$ cat config.mk
export PLATFORM = sky130hd
export DESIGN_NAME = pfb_top
export DESIGN_NICKNAME = d
export VERILOG_FILES = /design/src/hdl/pfb_pkg.sv /design/src/hdl/pfb_ingest.sv /design/src/hdl/pfb_tap_mac.sv /design/src/hdl/pfb_phase_rotator.sv /design/src/hdl/pfb_top.sv
export SDC_FILE = /design/constraint.sdc
export NUM_CORES = 2
export LEC_CHECK = 0
export BUFFER_PORTS_ARGS = -buffer_cell sky130_fd_sc_hd__buf_4
export CELL_PAD_IN_SITES_DETAIL_PLACEMENT = 1
export CELL_PAD_IN_SITES_GLOBAL_PLACEMENT = 2
export CORE_MARGIN = 8
export CORE_UTILIZATION = 41
export DETAILED_ROUTE_END_ITERATION = 8
export PLACE_DENSITY = 0.81
export SETUP_SLACK_MARGIN = 0.1
export SYNTH_ARGS = -nofsm -noshare
export SYNTH_HDL_FRONTEND = slang
export SYNTH_SLANG_ARGS = --single-unit
$ cat constraint.sdc
create_clock -name clk -period 6.2 [get_ports clk]
set_clock_uncertainty 0.05 [all_clocks]
set_input_delay 1.24 -clock clk [delete_from_list [all_inputs] [get_ports clk]]
set_output_delay 1.24 -clock clk [all_outputs]
set_load 0.05 [all_outputs]
$ cat src/hdl/pfb_pkg.sv
package pfb_pkg;

  // filterbank sizes
  localparam int samp_wid  = 16;               // input sample width
  localparam int coeff_wid = 16;
  localparam int fft_len   = 8;                // polyphase branches, M
  localparam int dec_fac   = 6;                // decimation, D
  localparam int ptaps     = 2;                // taps per branch
  localparam int hist_len  = ptaps * fft_len;  // history line depth
  localparam int prod_wid  = 32;               // full precision tap product
  localparam int sum_wid   = 33;               // two products plus a carry
  localparam int idx_wid   = 3;                // branch index
  localparam int frame_wid = 8;                // frame counter on tuser
  localparam int cnt_wid   = $clog2(dec_fac + 1);  // samples per frame, 0..D

  // prototype filter, entry p*M+k is tap p of branch k
  // rising then falling, a coarse window
  localparam logic signed [coeff_wid-1:0] pfb_coeffs [hist_len] = '{
    16'sd1,  16'sd2,  16'sd4,  16'sd7,  16'sd11, 16'sd15, 16'sd18, 16'sd20,  // tap 0
    16'sd20, 16'sd18, 16'sd15, 16'sd11, 16'sd7,  16'sd4,  16'sd2,  16'sd1    // tap 1
  };

  // one input sample, also one history entry
  typedef struct packed {
    logic signed [samp_wid-1:0] tdata;
  } sample_beat_t;

  // tap unit result, one branch per cycle
  typedef struct packed {
    logic                       tvalid;
    logic [idx_wid-1:0]         idx;   // branch k of this product
    logic signed [prod_wid-1:0] prod;
  } prod_beat_t;

  // output stream beat
  typedef struct packed {
    logic signed [sum_wid-1:0] tdata;  // branch sum
    logic                      tlast;  // beat M-1 of a frame
    logic [frame_wid-1:0]      tuser;  // frame index mod 256
  } out_beat_t;

  // ingest FSM
  typedef enum logic {
    st_fill,     // collecting D samples
    st_compute   // snapshot frozen, stepping k
  } ingest_state_t;

endpackage

$ cat src/hdl/pfb_ingest.sv
`timescale 1ns/10ps

module pfb_ingest (
  input  logic                         clk,
  input  logic                         reset,
  input  logic                         en,
  input  pfb_pkg::sample_beat_t        s_axis,
  input  logic                         s_axis_tvalid,
  output logic                         s_axis_tready,
  input  logic                         buf_free,             // rotator has a free half
  output pfb_pkg::sample_beat_t        hist [pfb_pkg::hist_len],
  output logic [pfb_pkg::idx_wid-1:0]  k,
  output logic                         compute,
  output logic                         event_frame_started
);
  import pfb_pkg::*;

  ingest_state_t       state;
  logic [cnt_wid-1:0]  cnt;        // samples taken in the current frame
  logic                frame_rdy;  // D samples in, waiting to compute
  logic                accept;

  assign frame_rdy = (cnt == cnt_wid'(dec_fac));

  // no new samples while a frame waits or the snapshot is in use
  assign s_axis_tready = (state == st_fill) && en && !frame_rdy;
  assign accept        = s_axis_tvalid && s_axis_tready;
  assign compute       = (state == st_compute);

  always_ff @(posedge clk) begin
    if (reset) begin
      state               <= st_fill;
      cnt                 <= '0;
      k                   <= '0;
      event_frame_started <= 1'b0;
      for (int i = 0; i < hist_len; i++) begin
        hist[i] <= '0;  // samples before the first count as zero
      end
    end else begin
      // one cycle pulse after the D-th sample of a frame
      event_frame_started <= accept && (cnt == cnt_wid'(dec_fac - 1));

      if (accept) begin
        hist[0] <= s_axis;  // newest at entry 0
        for (int i = 1; i < hist_len; i++) begin
          hist[i] <= hist[i-1];
        end
        cnt <= cnt + 1'b1;
      end

      case (state)
        st_fill: begin
          // hold off until the rotator can take a whole frame
          if (frame_rdy && buf_free) begin
            state <= st_compute;
            cnt   <= '0;
            k     <= '0;
          end
        end
        st_compute: begin
          k <= k + 1'b1;  // one branch per cycle, wraps back to 0
          if (k == idx_wid'(fft_len - 1)) begin
            state <= st_fill;
          end
        end
        default: state <= st_fill;
      endcase
    end
  end

endmodule

$ cat src/hdl/pfb_tap_mac.sv
`timescale 1ns/10ps

module pfb_tap_mac #(
  parameter int tap = 0  // 0 uses entries 0..M-1, 1 uses M..2M-1
) (
  input  logic                         clk,
  input  logic                         reset,
  input  pfb_pkg::sample_beat_t        hist [pfb_pkg::hist_len],
  input  logic [pfb_pkg::idx_wid-1:0]  k,
  input  logic                         compute,
  output pfb_pkg::prod_beat_t          prod
);
  import pfb_pkg::*;

  logic [idx_wid:0]            addr;   // history and coefficient slot
  logic signed [coeff_wid-1:0] coeff;
  logic signed [samp_wid-1:0]  samp;

  logic                        vld_q;
  logic [idx_wid-1:0]          idx_q;
  logic signed [prod_wid-1:0]  prod_q;

  // slot p*M+k, same index into both tables
  assign addr  = (idx_wid+1)'(tap * fft_len) + (idx_wid+1)'(k);
  assign coeff = pfb_coeffs[addr];
  assign samp  = hist[addr].tdata;  // x(n - p*M - k)

  always_ff @(posedge clk) begin
    if (reset) begin
      vld_q <= 1'b0;
    end else begin
      vld_q <= compute;  // 1 cycle behind the strobe
    end
  end

  // product and its branch tag
  always_ff @(posedge clk) begin
    idx_q  <= k;
    prod_q <= coeff * samp;  // signed 16x16 into 32
  end

  assign prod = '{
    tvalid: vld_q,
    idx:    idx_q,
    prod:   prod_q
  };

endmodule

$ cat src/hdl/pfb_phase_rotator.sv
`timescale 1ns/10ps

module pfb_phase_rotator (
  input  logic                 clk,
  input  logic                 reset,
  input  pfb_pkg::prod_beat_t  prod_a,         // tap 0 products
  input  pfb_pkg::prod_beat_t  prod_b,         // tap 1 products
  output logic                 buf_free,
  output pfb_pkg::out_beat_t   m_axis,
  output logic                 m_axis_tvalid,
  input  logic                 m_axis_tready
);
  import pfb_pkg::*;

  logic signed [sum_wid-1:0] sum_q;
  logic [idx_wid-1:0]        sum_idx;
  logic                      sum_vld;

  logic signed [sum_wid-1:0] frame_mem [2][fft_len];  // ping-pong frame store
  logic [1:0]                full;      // per half
  logic                      wr_half;   // half being filled
  logic                      rd_half;   // half being streamed
  logic [idx_wid-1:0]        rd_cnt;    // beat within frame
  logic [idx_wid-1:0]        rd_shift;  // (m*D) mod M
  logic [idx_wid-1:0]        rd_addr;
  logic [frame_wid-1:0]      frame_cnt;
  logic                      wr_done;
  logic                      rd_done;

  // add the two taps, both units run in lockstep
  always_ff @(posedge clk) begin
    if (reset) begin
      sum_vld <= 1'b0;
    end else begin
      sum_vld <= prod_a.tvalid && prod_b.tvalid;
    end
  end

  always_ff @(posedge clk) begin
    sum_q   <= sum_wid'(prod_a.prod) + sum_wid'(prod_b.prod);  // sign extended
    sum_idx <= prod_a.idx;
  end

  // branch sum lands in the filling half
  always_ff @(posedge clk) begin
    if (sum_vld) begin
      frame_mem[wr_half][sum_idx] <= sum_q;
    end
  end

  assign wr_done = sum_vld && (sum_idx == idx_wid'(fft_len - 1));
  assign rd_done = m_axis_tvalid && m_axis_tready && (rd_cnt == idx_wid'(fft_len - 1));

  always_ff @(posedge clk) begin
    if (reset) begin
      full      <= '0;
      wr_half   <= 1'b0;
      rd_half   <= 1'b0;
      rd_cnt    <= '0;
      rd_shift  <= '0;
      frame_cnt <= '0;
    end else begin
      if (wr_done) begin
        full[wr_half] <= 1'b1;  // visible on the output next cycle
        wr_half       <= !wr_half;
      end
      if (m_axis_tvalid && m_axis_tready) begin
        rd_cnt <= rd_cnt + 1'b1;
      end
      if (rd_done) begin
        full[rd_half] <= 1'b0;
        rd_half       <= !rd_half;
        rd_shift      <= rd_shift + idx_wid'(dec_fac % fft_len);  // mod M by wrap
        frame_cnt     <= frame_cnt + 1'b1;
      end
    end
  end

  // ingest may start a frame only into an empty half
  assign buf_free = !full[wr_half];

  assign rd_addr       = rd_cnt + rd_shift;  // rotated branch
  assign m_axis_tvalid = full[rd_half];
  assign m_axis = '{
    tdata: frame_mem[rd_half][rd_addr],
    tlast: (rd_cnt == idx_wid'(fft_len - 1)),
    tuser: frame_cnt
  };

endmodule

$ cat src/hdl/pfb_top.sv
`timescale 1ns/10ps

module pfb_top (
  input  logic                   clk,
  input  logic                   reset,
  input  logic                   en,
  input  pfb_pkg::sample_beat_t  s_axis,
  input  logic                   s_axis_tvalid,
  output logic                   s_axis_tready,
  output pfb_pkg::out_beat_t     m_axis,
  output logic                   m_axis_tvalid,
  input  logic                   m_axis_tready,
  output logic                   event_frame_started
);
  import pfb_pkg::*;

  sample_beat_t        hist [hist_len];  // frozen during compute
  logic [idx_wid-1:0]  k;
  logic                compute;
  prod_beat_t          prod_a;
  prod_beat_t          prod_b;
  logic                buf_free;

  // sample intake and frame sequencing
  pfb_ingest u_ingest (
    .clk                 (clk),
    .reset               (reset),
    .en                  (en),
    .s_axis              (s_axis),
    .s_axis_tvalid       (s_axis_tvalid),
    .s_axis_tready       (s_axis_tready),
    .buf_free            (buf_free),
    .hist                (hist),
    .k                   (k),
    .compute             (compute),
    .event_frame_started (event_frame_started)
  );

  // tap 0, newest M samples
  pfb_tap_mac #(.tap(0)) u_tap0 (
    .clk     (clk),
    .reset   (reset),
    .hist    (hist),
    .k       (k),
    .compute (compute),
    .prod    (prod_a)
  );

  pfb_tap_mac #(.tap(1)) u_tap1 (  // older M samples
    .clk     (clk),
    .reset   (reset),
    .hist    (hist),
    .k       (k),
    .compute (compute),
    .prod    (prod_b)
  );

  pfb_phase_rotator u_rotator (
    .clk           (clk),
    .reset         (reset),
    .prod_a        (prod_a),
    .prod_b        (prod_b),
    .buf_free      (buf_free),
    .m_axis        (m_axis),
    .m_axis_tvalid (m_axis_tvalid),
    .m_axis_tready (m_axis_tready)
  );

endmodule

=== Word-level counts from Yosys, hierarchy flattened ===
Memory sizes are Yosys's and may differ from the RTL's. A register that Yosys moved wholly into a read port is not among the register bits.
Index checks and enable logic that the tools add are counted.

* Bitwise operators: 8
* $lt $le $gt $ge: 9
* Equal/unequal tests: 6
* Add/subtract/negate cells: 8
* Multiplexer cells: 38
* Multiply operators: 2
* Reduce and logical (&&, ||, !) cells: 15

{| class="wikitable"
|+ Operators with widths
! kind !! number
|-
| 264-bit 2-to-1 mux || 1
|-
| 16-bit binary-select mux with 4-bit select || 2
|-
| 16-bit 2-to-1 mux || 8
|-
| 33-bit binary-select mux with 3-bit select || 1
|-
| 33-bit demux with 3-bit select || 1
|-
| 33-bit 2-to-1 mux || 3
|-
| 16-bit by 16-bit multiplier with 32-bit output || 2
|-
| 32-bit by 32-bit adder with 33-bit output || 1
|-
| 3-bit == test (second input constant) || 5
|-
| 3-bit 2-to-1 mux || 4
|-
| 1-bit logical AND || 11
|-
| 1-bit 2-to-1 mux || 11
|-
| 5-bit greater-or-equal comparator (second input constant) || 2
|-
| 3-bit by 1-bit adder with 3-bit output (second input constant) || 3
|-
| 8-bit by 1-bit adder with 8-bit output (second input constant) || 1
|-
| 4-bit greater-or-equal comparator (second input constant) || 2
|-
| 3-bit inverter with 4-bit output || 2
|-
| 2-bit 2-to-1 mux || 3
|-
| 3-bit case mux with 2 select lines || 1
|-
| 3-bit inverter with 5-bit output || 1
|-
| 4-bit inverter with 5-bit output || 1
|-
| 4-bit by 3-bit adder with 4-bit output (first input constant) || 1
|-
| 1-bit zero test || 4
|-
| 1-bit by 2-bit < comparator with 1-bit output (second input constant) || 2
|-
| other kinds (11) || 13
|}

* Memories: 3
* Register bits: 387
* Word-level logic and storage cells: 122
* Output and inout port bits: 45
* Bits of input ports: 21
* ROM bits: 512
* Bits in writable memories: 528

{| class="wikitable"
|+ Memories
! memory !! depth !! width !! rd ports !! clocked after memory_dff !! wr ports !! RTL line !! RTL
|-
| u_rotator.frame_mem || 2 || 264 || 1 || 1 || 1 || pfb_phase_rotator.sv:19 || <nowiki>logic signed [sum_wid-1:0] frame_mem [2][fft_len];</nowiki>
|-
| (no name shown) || 16 || 16 || 1 || 0 || 0 || pfb_tap_mac.sv:25 || <nowiki>assign coeff = pfb_coeffs[addr];</nowiki>
|-
| (no name shown) || 16 || 16 || 1 || 0 || 0 || pfb_tap_mac.sv:25 ||
|}

=== Longest topological paths before layout ===
* Word-level depth: 9
* Gate-level depth with buffers: 28
* Mapped depth without buffers: 25

=== Cells and area by module ===
From an unflattened synthesis, not the netlist that was laid out.

* Cell total of the unflattened synthesis: 3191
* Area total of the unflattened synthesis: 44407.6 um^2

{| class="wikitable"
|+ By module, submodules not included
! module !! instances !! cells an instance !! area each (um^2)
|-
| pfb_phase_rotator || 1 || 1110 || 23044.6
|-
| pfb_ingest || 1 || 890 || 10291.1
|-
| pfb_tap_mac (u_tap1) || 1 || 610 || 5631.7
|-
| pfb_tap_mac (u_tap0) || 1 || 581 || 5440.2
|}

=== Worst setup path before layout ===
Ideal clock, no wire load.

* Path type: register to register
* Start point: reg u_ingest.k[0] in the netlist's numbering
* End point: reg u_tap0.prod_q[28]
* Path buffers: 4
* Period minus slack after synthesis: 6.570 ns
* Setup time: 0.132 ns
* Path slack: -0.370 ns
* Arrival: 6.389 ns
* Cell stages (with the launch flop): 28
* Cell sequence: dfxtp_1 > buf_2 > buf_4 > buf_2 > inv_1 > ha_1 > inv_1 > o21ai_1 > clkbuf_1 > nand2_1 > fa_1 > fa_1 > inv_1 > fa_1 > ha_1 > inv_1 > fa_1 > inv_1 > ha_1 > ha_1 > inv_1 > o21ai_0 > a211oi_1 > o221a_2 > o31ai_1 > a21o_1 > a21o_1 > xnor2_1

* Cells in the longest elaborated chain, start to end: 5
* Elaborated cells between the ends (all ways): 8

{| class="wikitable"
|+ RTL lines
! element !! RTL line !! RTL
|-
| start: declaration || pfb_ingest.sv:12 || <nowiki>output logic [pfb_pkg::idx_wid-1:0] k,</nowiki>
|-
| start signal: assignment || pfb_ingest.sv:61 || <nowiki>k <= k + 1'b1;</nowiki>
|-
| 3-bit inverter with 5-bit output (not written as such) (*) || pfb_tap_mac.sv:25, pfb_tap_mac.sv:26 ||
|-
| memory 16 x 16 bit or 16-bit binary-select mux with 4-bit select (tied branches) || n/a ||
|-
| 16-bit 2-to-1 mux (on tied branches) (2 in series) || pfb_tap_mac.sv:25, pfb_tap_mac.sv:26 ||
|-
| 16-bit by 16-bit multiplier with 32-bit output (*) || pfb_tap_mac.sv:39 || <nowiki>prod_q <= coeff * samp;</nowiki>
|-
| end signal: assignment || pfb_tap_mac.sv:39 ||
|-
| end: declaration || pfb_tap_mac.sv:21 || <nowiki>logic signed [prod_wid-1:0] prod_q;</nowiki>
|}

Mark *: on every way between the ends. The rest lies on a longest branch, timed or not. The select of a mux whose other input is x is not followed.
A chain may end at the register's enable or synchronous reset.

=== Worst setup path in the final report ===
* Start point: reg u_ingest.k[0] in the netlist's numbering
* End point: reg u_tap0.prod_q[25]

Same word-level chain as after synthesis.

==> impl_metrics.json <==
{
  "p_comb_frac": 0.019,
  "start_util": 0.413,
  "synth_xor_xnor_area_share": 0.0164,
  "num_rows": 118,
  "drv_slew": 0,
  "numCtsBuffers": 97,
  "power_frac_clock": 0.469,
  "grt_usage": 0.179,
  "setup_viol": 0,
  "syn-num-nets": 3743,
  "netlist_area_sq_mm": 0.0427,
  "worstSkewPairLatency_ns": 0.69,
  "synth_most_common_cell": "nand2_1",
  "p_sw_mw": 2.71,
  "synth_area_leaders": "edfxtp_1, dfxtp_1, mux4_2",
  "hold_violations": 0,
  "yosysWarnings": 0,
  "clock.fmax_mhz": 167,
  "grt_setup_unrepaired": "yes",
  "maxCapViolCount": 0,
  "dp_cells": 4791,
  "ys.flop_type": "edfxtp_1",
  "tritoncts": "built",
  "cts_hold_buffers": 0,
  "port_buffers": 65,
  "leakage_nw": 18.4,
  "drt-initial-drc-count": 1558,
  "grt_pass1_vias": 27632,
  "fin_crit_sh": 0.966,
  "synth_cell_types": 82,
  "min_period_ns": 5.99,
  "reg2reg_to": "u_tap0.prod_q[25]",
  "path_class": "register to register",
  "diodes": 0,
  "synthTopCellsByCount": "nand2_1, edfxtp_1, dfxtp_1",
  "cts_root_buf": "clkbuf_16",
  "die_h_um": 339,
  "worstPathRequired_ns": 6.69,
  "peakVddDrop_v": 0.000233,
  "grt_pass1_wl_um": 163000,
  "synth_compound_area_frac": 0.0722,
  "startpoint": "u_ingest.k[0]",
  "cts_htree_levels": 3,
  "synth-edff-count": 528,
  "r2r_cells": 23,
  "yosysTopAreaCellShare": 0.372,
  "seq_power_share": 0.511,
  "clk_pin_slew_ns": 0.07,
  "die-area_sq_mm": 0.115,
  "wl_um": 107000,
  "slew_headroom": 0.271,
  "place.gp.congestion": 0.777,
  "ant_nets": 0,
  "end_kind": "register",
  "crit_end": "u_tap0.prod_q[25]",
  "internal-power_mw": 9.98,
  "synth_top_family_by_area": "multiplexers",
  "hpwl_um": 68400,
  "critPathLaunchType": "register",
  "cp_max_fo": 6,
  "r2r_slack_ns": 0.21,
  "numClockSinks": 915,
  "stdcell_count": 5005,
  "num_vias": 26313,
  "ios": 66,
  "synth-seq-cells": 915,
  "fin_area_sq_mm": 0.0501,
  "ys_async_sr_fraction": 0,
  "r2r-start": "u_ingest.k[0]",
  "p_per_area_mw_per_mm2": 253,
  "dr.pass1.iters": 5,
  "cp.arrival_ns": 6.48,
  "syn_area_per_cell_sq_um": 12.6,
  "synth.yosys.seq_area_share": 0.553,
  "ctsLongestPathBuffers": 3,
  "utilization": 0.485,
  "synth-adder-area-share": 0.116,
  "synthCells": 3376,
  "setup-tns-final_ns": 0,
  "die_w_um": 339,
  "status": "complete, no violations",
  "grt_overflow": 0,
  "drive_gt1_frac": 0.215,
  "p_sw_frac": 0.213,
  "tightest_slew_ns": 1.09,
  "viasPerCell": 5.26,
  "synth_area_leader_cell": "edfxtp_1",
  "core_sq_mm": 0.103,
  "route.detailed.wl_per_inst_um": 21.4,
  "antenna_found_initial": 2,
  "place_area_sq_mm": 0.0455,
  "p_total_mw": 12.7,
  "muxShareOfSynthArea": 0.122,
  "area_delta_synth_final_pct": 17.4,
  "drcViolationCount": 0,
  "synthSimpleGateAreaFrac": 0.0858,
  "layout.nets": 3911,
  "hp-class": "register to register",
  "grt_max_degree": 202
}
## layout make-up
class	instances	area, sq um
Timing Repair Buffer	234	2080
Multi-Input combinational cell	2094	18600
Sequential cell	915	23600
Fill cell	10515	53300
Clock inverter	41	569
Clock buffer	139	2770
Inverter	202	762
Tap cell	1380	1730
## cell usage in the layout (no fill, tap or decap), types with 10 or more instances in the layout
| cell | synthesis | layout |
|---|---|---|
| and3_1 | 18 | 13 |
| nor2_1 | 184 | 166 |
| a211oi_1 | 27 | 11 |
| o21bai_1 | 17 | 17 |
| o21ai_0 | 29 | 23 |
| clkinv_2 | 0 | 15 |
| mux2i_1 | 56 | 49 |
| edfxtp_1 | 528 | 528 |
| buf_4 | 5 | 207 |
| a21o_1 | 23 | 23 |
| mux4_2 | 201 | 201 |
| fa_1 | 81 | 75 |
| nand4_1 | 10 | 10 |
| nor2b_1 | 15 | 13 |
| clkbuf_16 | 0 | 99 |
| clkbuf_1 | 109 | 24 |
| ha_1 | 265 | 228 |
| nor2_4 | 0 | 11 |
| buf_12 | 0 | 20 |
| clkbuf_8 | 0 | 18 |
| or2_2 | 13 | 11 |
| a211oi_2 | 4 | 13 |
| nand2_1 | 578 | 576 |
| a21oi_1 | 333 | 327 |
| xnor2_1 | 56 | 55 |
| dfxtp_1 | 387 | 383 |
| xor2_1 | 24 | 24 |
| nand2b_1 | 19 | 18 |
| nand3_1 | 12 | 11 |
| inv_1 | 200 | 193 |
| ha_4 | 0 | 34 |
## worst min path at each step
stage                         start                    to  slack, ns  depth (start not counted)
floorplan           u_tap0.idx_q[0]  u_rotator.sum_idx[0]       0.26                          0
global placement    u_tap0.idx_q[0]  u_rotator.sum_idx[0]       0.32                          0
detailed placement  u_tap0.idx_q[2]  u_rotator.sum_idx[2]       0.33                          0
CTS                 u_tap0.idx_q[2]  u_rotator.sum_idx[2]       0.30                          0
global route        u_tap0.idx_q[2]  u_rotator.sum_idx[2]       0.30                          0
finish              u_tap0.idx_q[0]  u_rotator.sum_idx[0]       0.31                          0
## critical path: stages, from the launching register on
cell and delay, ns:
dfxtp_4 0.40, buf_12 0.12, clkbuf_16 0.15, mux4_2 0.52, a221oi_2 0.34, or2_4 0.19, fa_1 0.44, fa_1 0.54
inv_1 0.05, fa_1 0.45, ha_1 0.28, inv_1 0.04, fa_1 0.49, inv_2 0.05, ha_4 0.24, ha_4 0.26
inv_1 0.06, a21oi_2 0.12, o21ai_2 0.07, a31o_4 0.24, a211oi_4 0.26, o21ai_2 0.10, and3_1 0.16, or2_1 0.21
## routing by layer
layer | global-route usage | part of all wire | up-vias
li1 | - | - | 12415
met1 | 0.232 | 0.44 | 13241
met2 | 0.314 | 0.50 | 495
met3 | 0.0274 | 0.036 | 160
met4 | 0.0470 | 0.026 | 2
met5 | 0 | 0.000065 | -
## sequential cells by signal, indices dropped and copies added (netlist names), named ones only
| name | cells |
|---|---|
| u_rotator.rd_cnt | 3 |
| u_rotator.sum_idx | 3 |
| u_ingest.cnt | 3 |
| u_rotator.sum_vld | 1 |
| u_tap1.vld_q | 1 |
| u_ingest.event_frame_started | 1 |
| u_rotator.frame_mem | 528 |
| u_rotator.rd_shift | 2 |
| u_tap0.idx_q | 3 |
| u_ingest.hist | 256 |
| u_rotator.full | 2 |
| u_ingest.k | 3 |
| u_rotator.wr_half | 1 |
| u_ingest.compute | 1 |
| u_rotator.sum_q | 33 |
| u_tap1.prod_q | 32 |
| u_rotator.frame_cnt | 8 |
| u_rotator.rd_half | 1 |
| u_tap0.prod_q | 32 |
## timing repair
action                                  in CTS  in global routing
pin swaps                                    4                 65
cloned                                       0                  2
endpoints found under the setup margin      17                 27
setup buffers                                9                 23
resized for setup                           14                129
## power by group through the flow
stage / sequential, mW / clock [mW] / combinational (mW)
floorplan: 6.59 / 0 / 0.157
global placement: 6.61 / 0 / 0.233
detailed placement: 6.62 / 0 / 0.233
CTS: 6.49 / 6.10 / 0.235
global route: 6.49 / 6.30 / 0.271
finish: 6.49 / 5.96 / 0.244
## through the flow
stage / hold slack [ns] / worst slack [ns]
global placement: 0.323 / 0.0940
detailed placement: 0.334 / 0.0573
finish: 0.310 / 0.208
global route: 0.303 / 0.0158
floorplan: 0.260 / 0.101
CTS: 0.304 / 0.107
## kinds of logic (layout without fill, tap and decap cells)
kind of cell,after synthesis,count (layout)
AOI/OAI and AO/OA,511,511
and+or+nand+nor,889,889
xor gates and xnor gates,80,80
DFF,915,915
buffers and inverters,367,616
muxes,268,268
adders and majority gates,346,346
(Power assumes the default switching activity.)
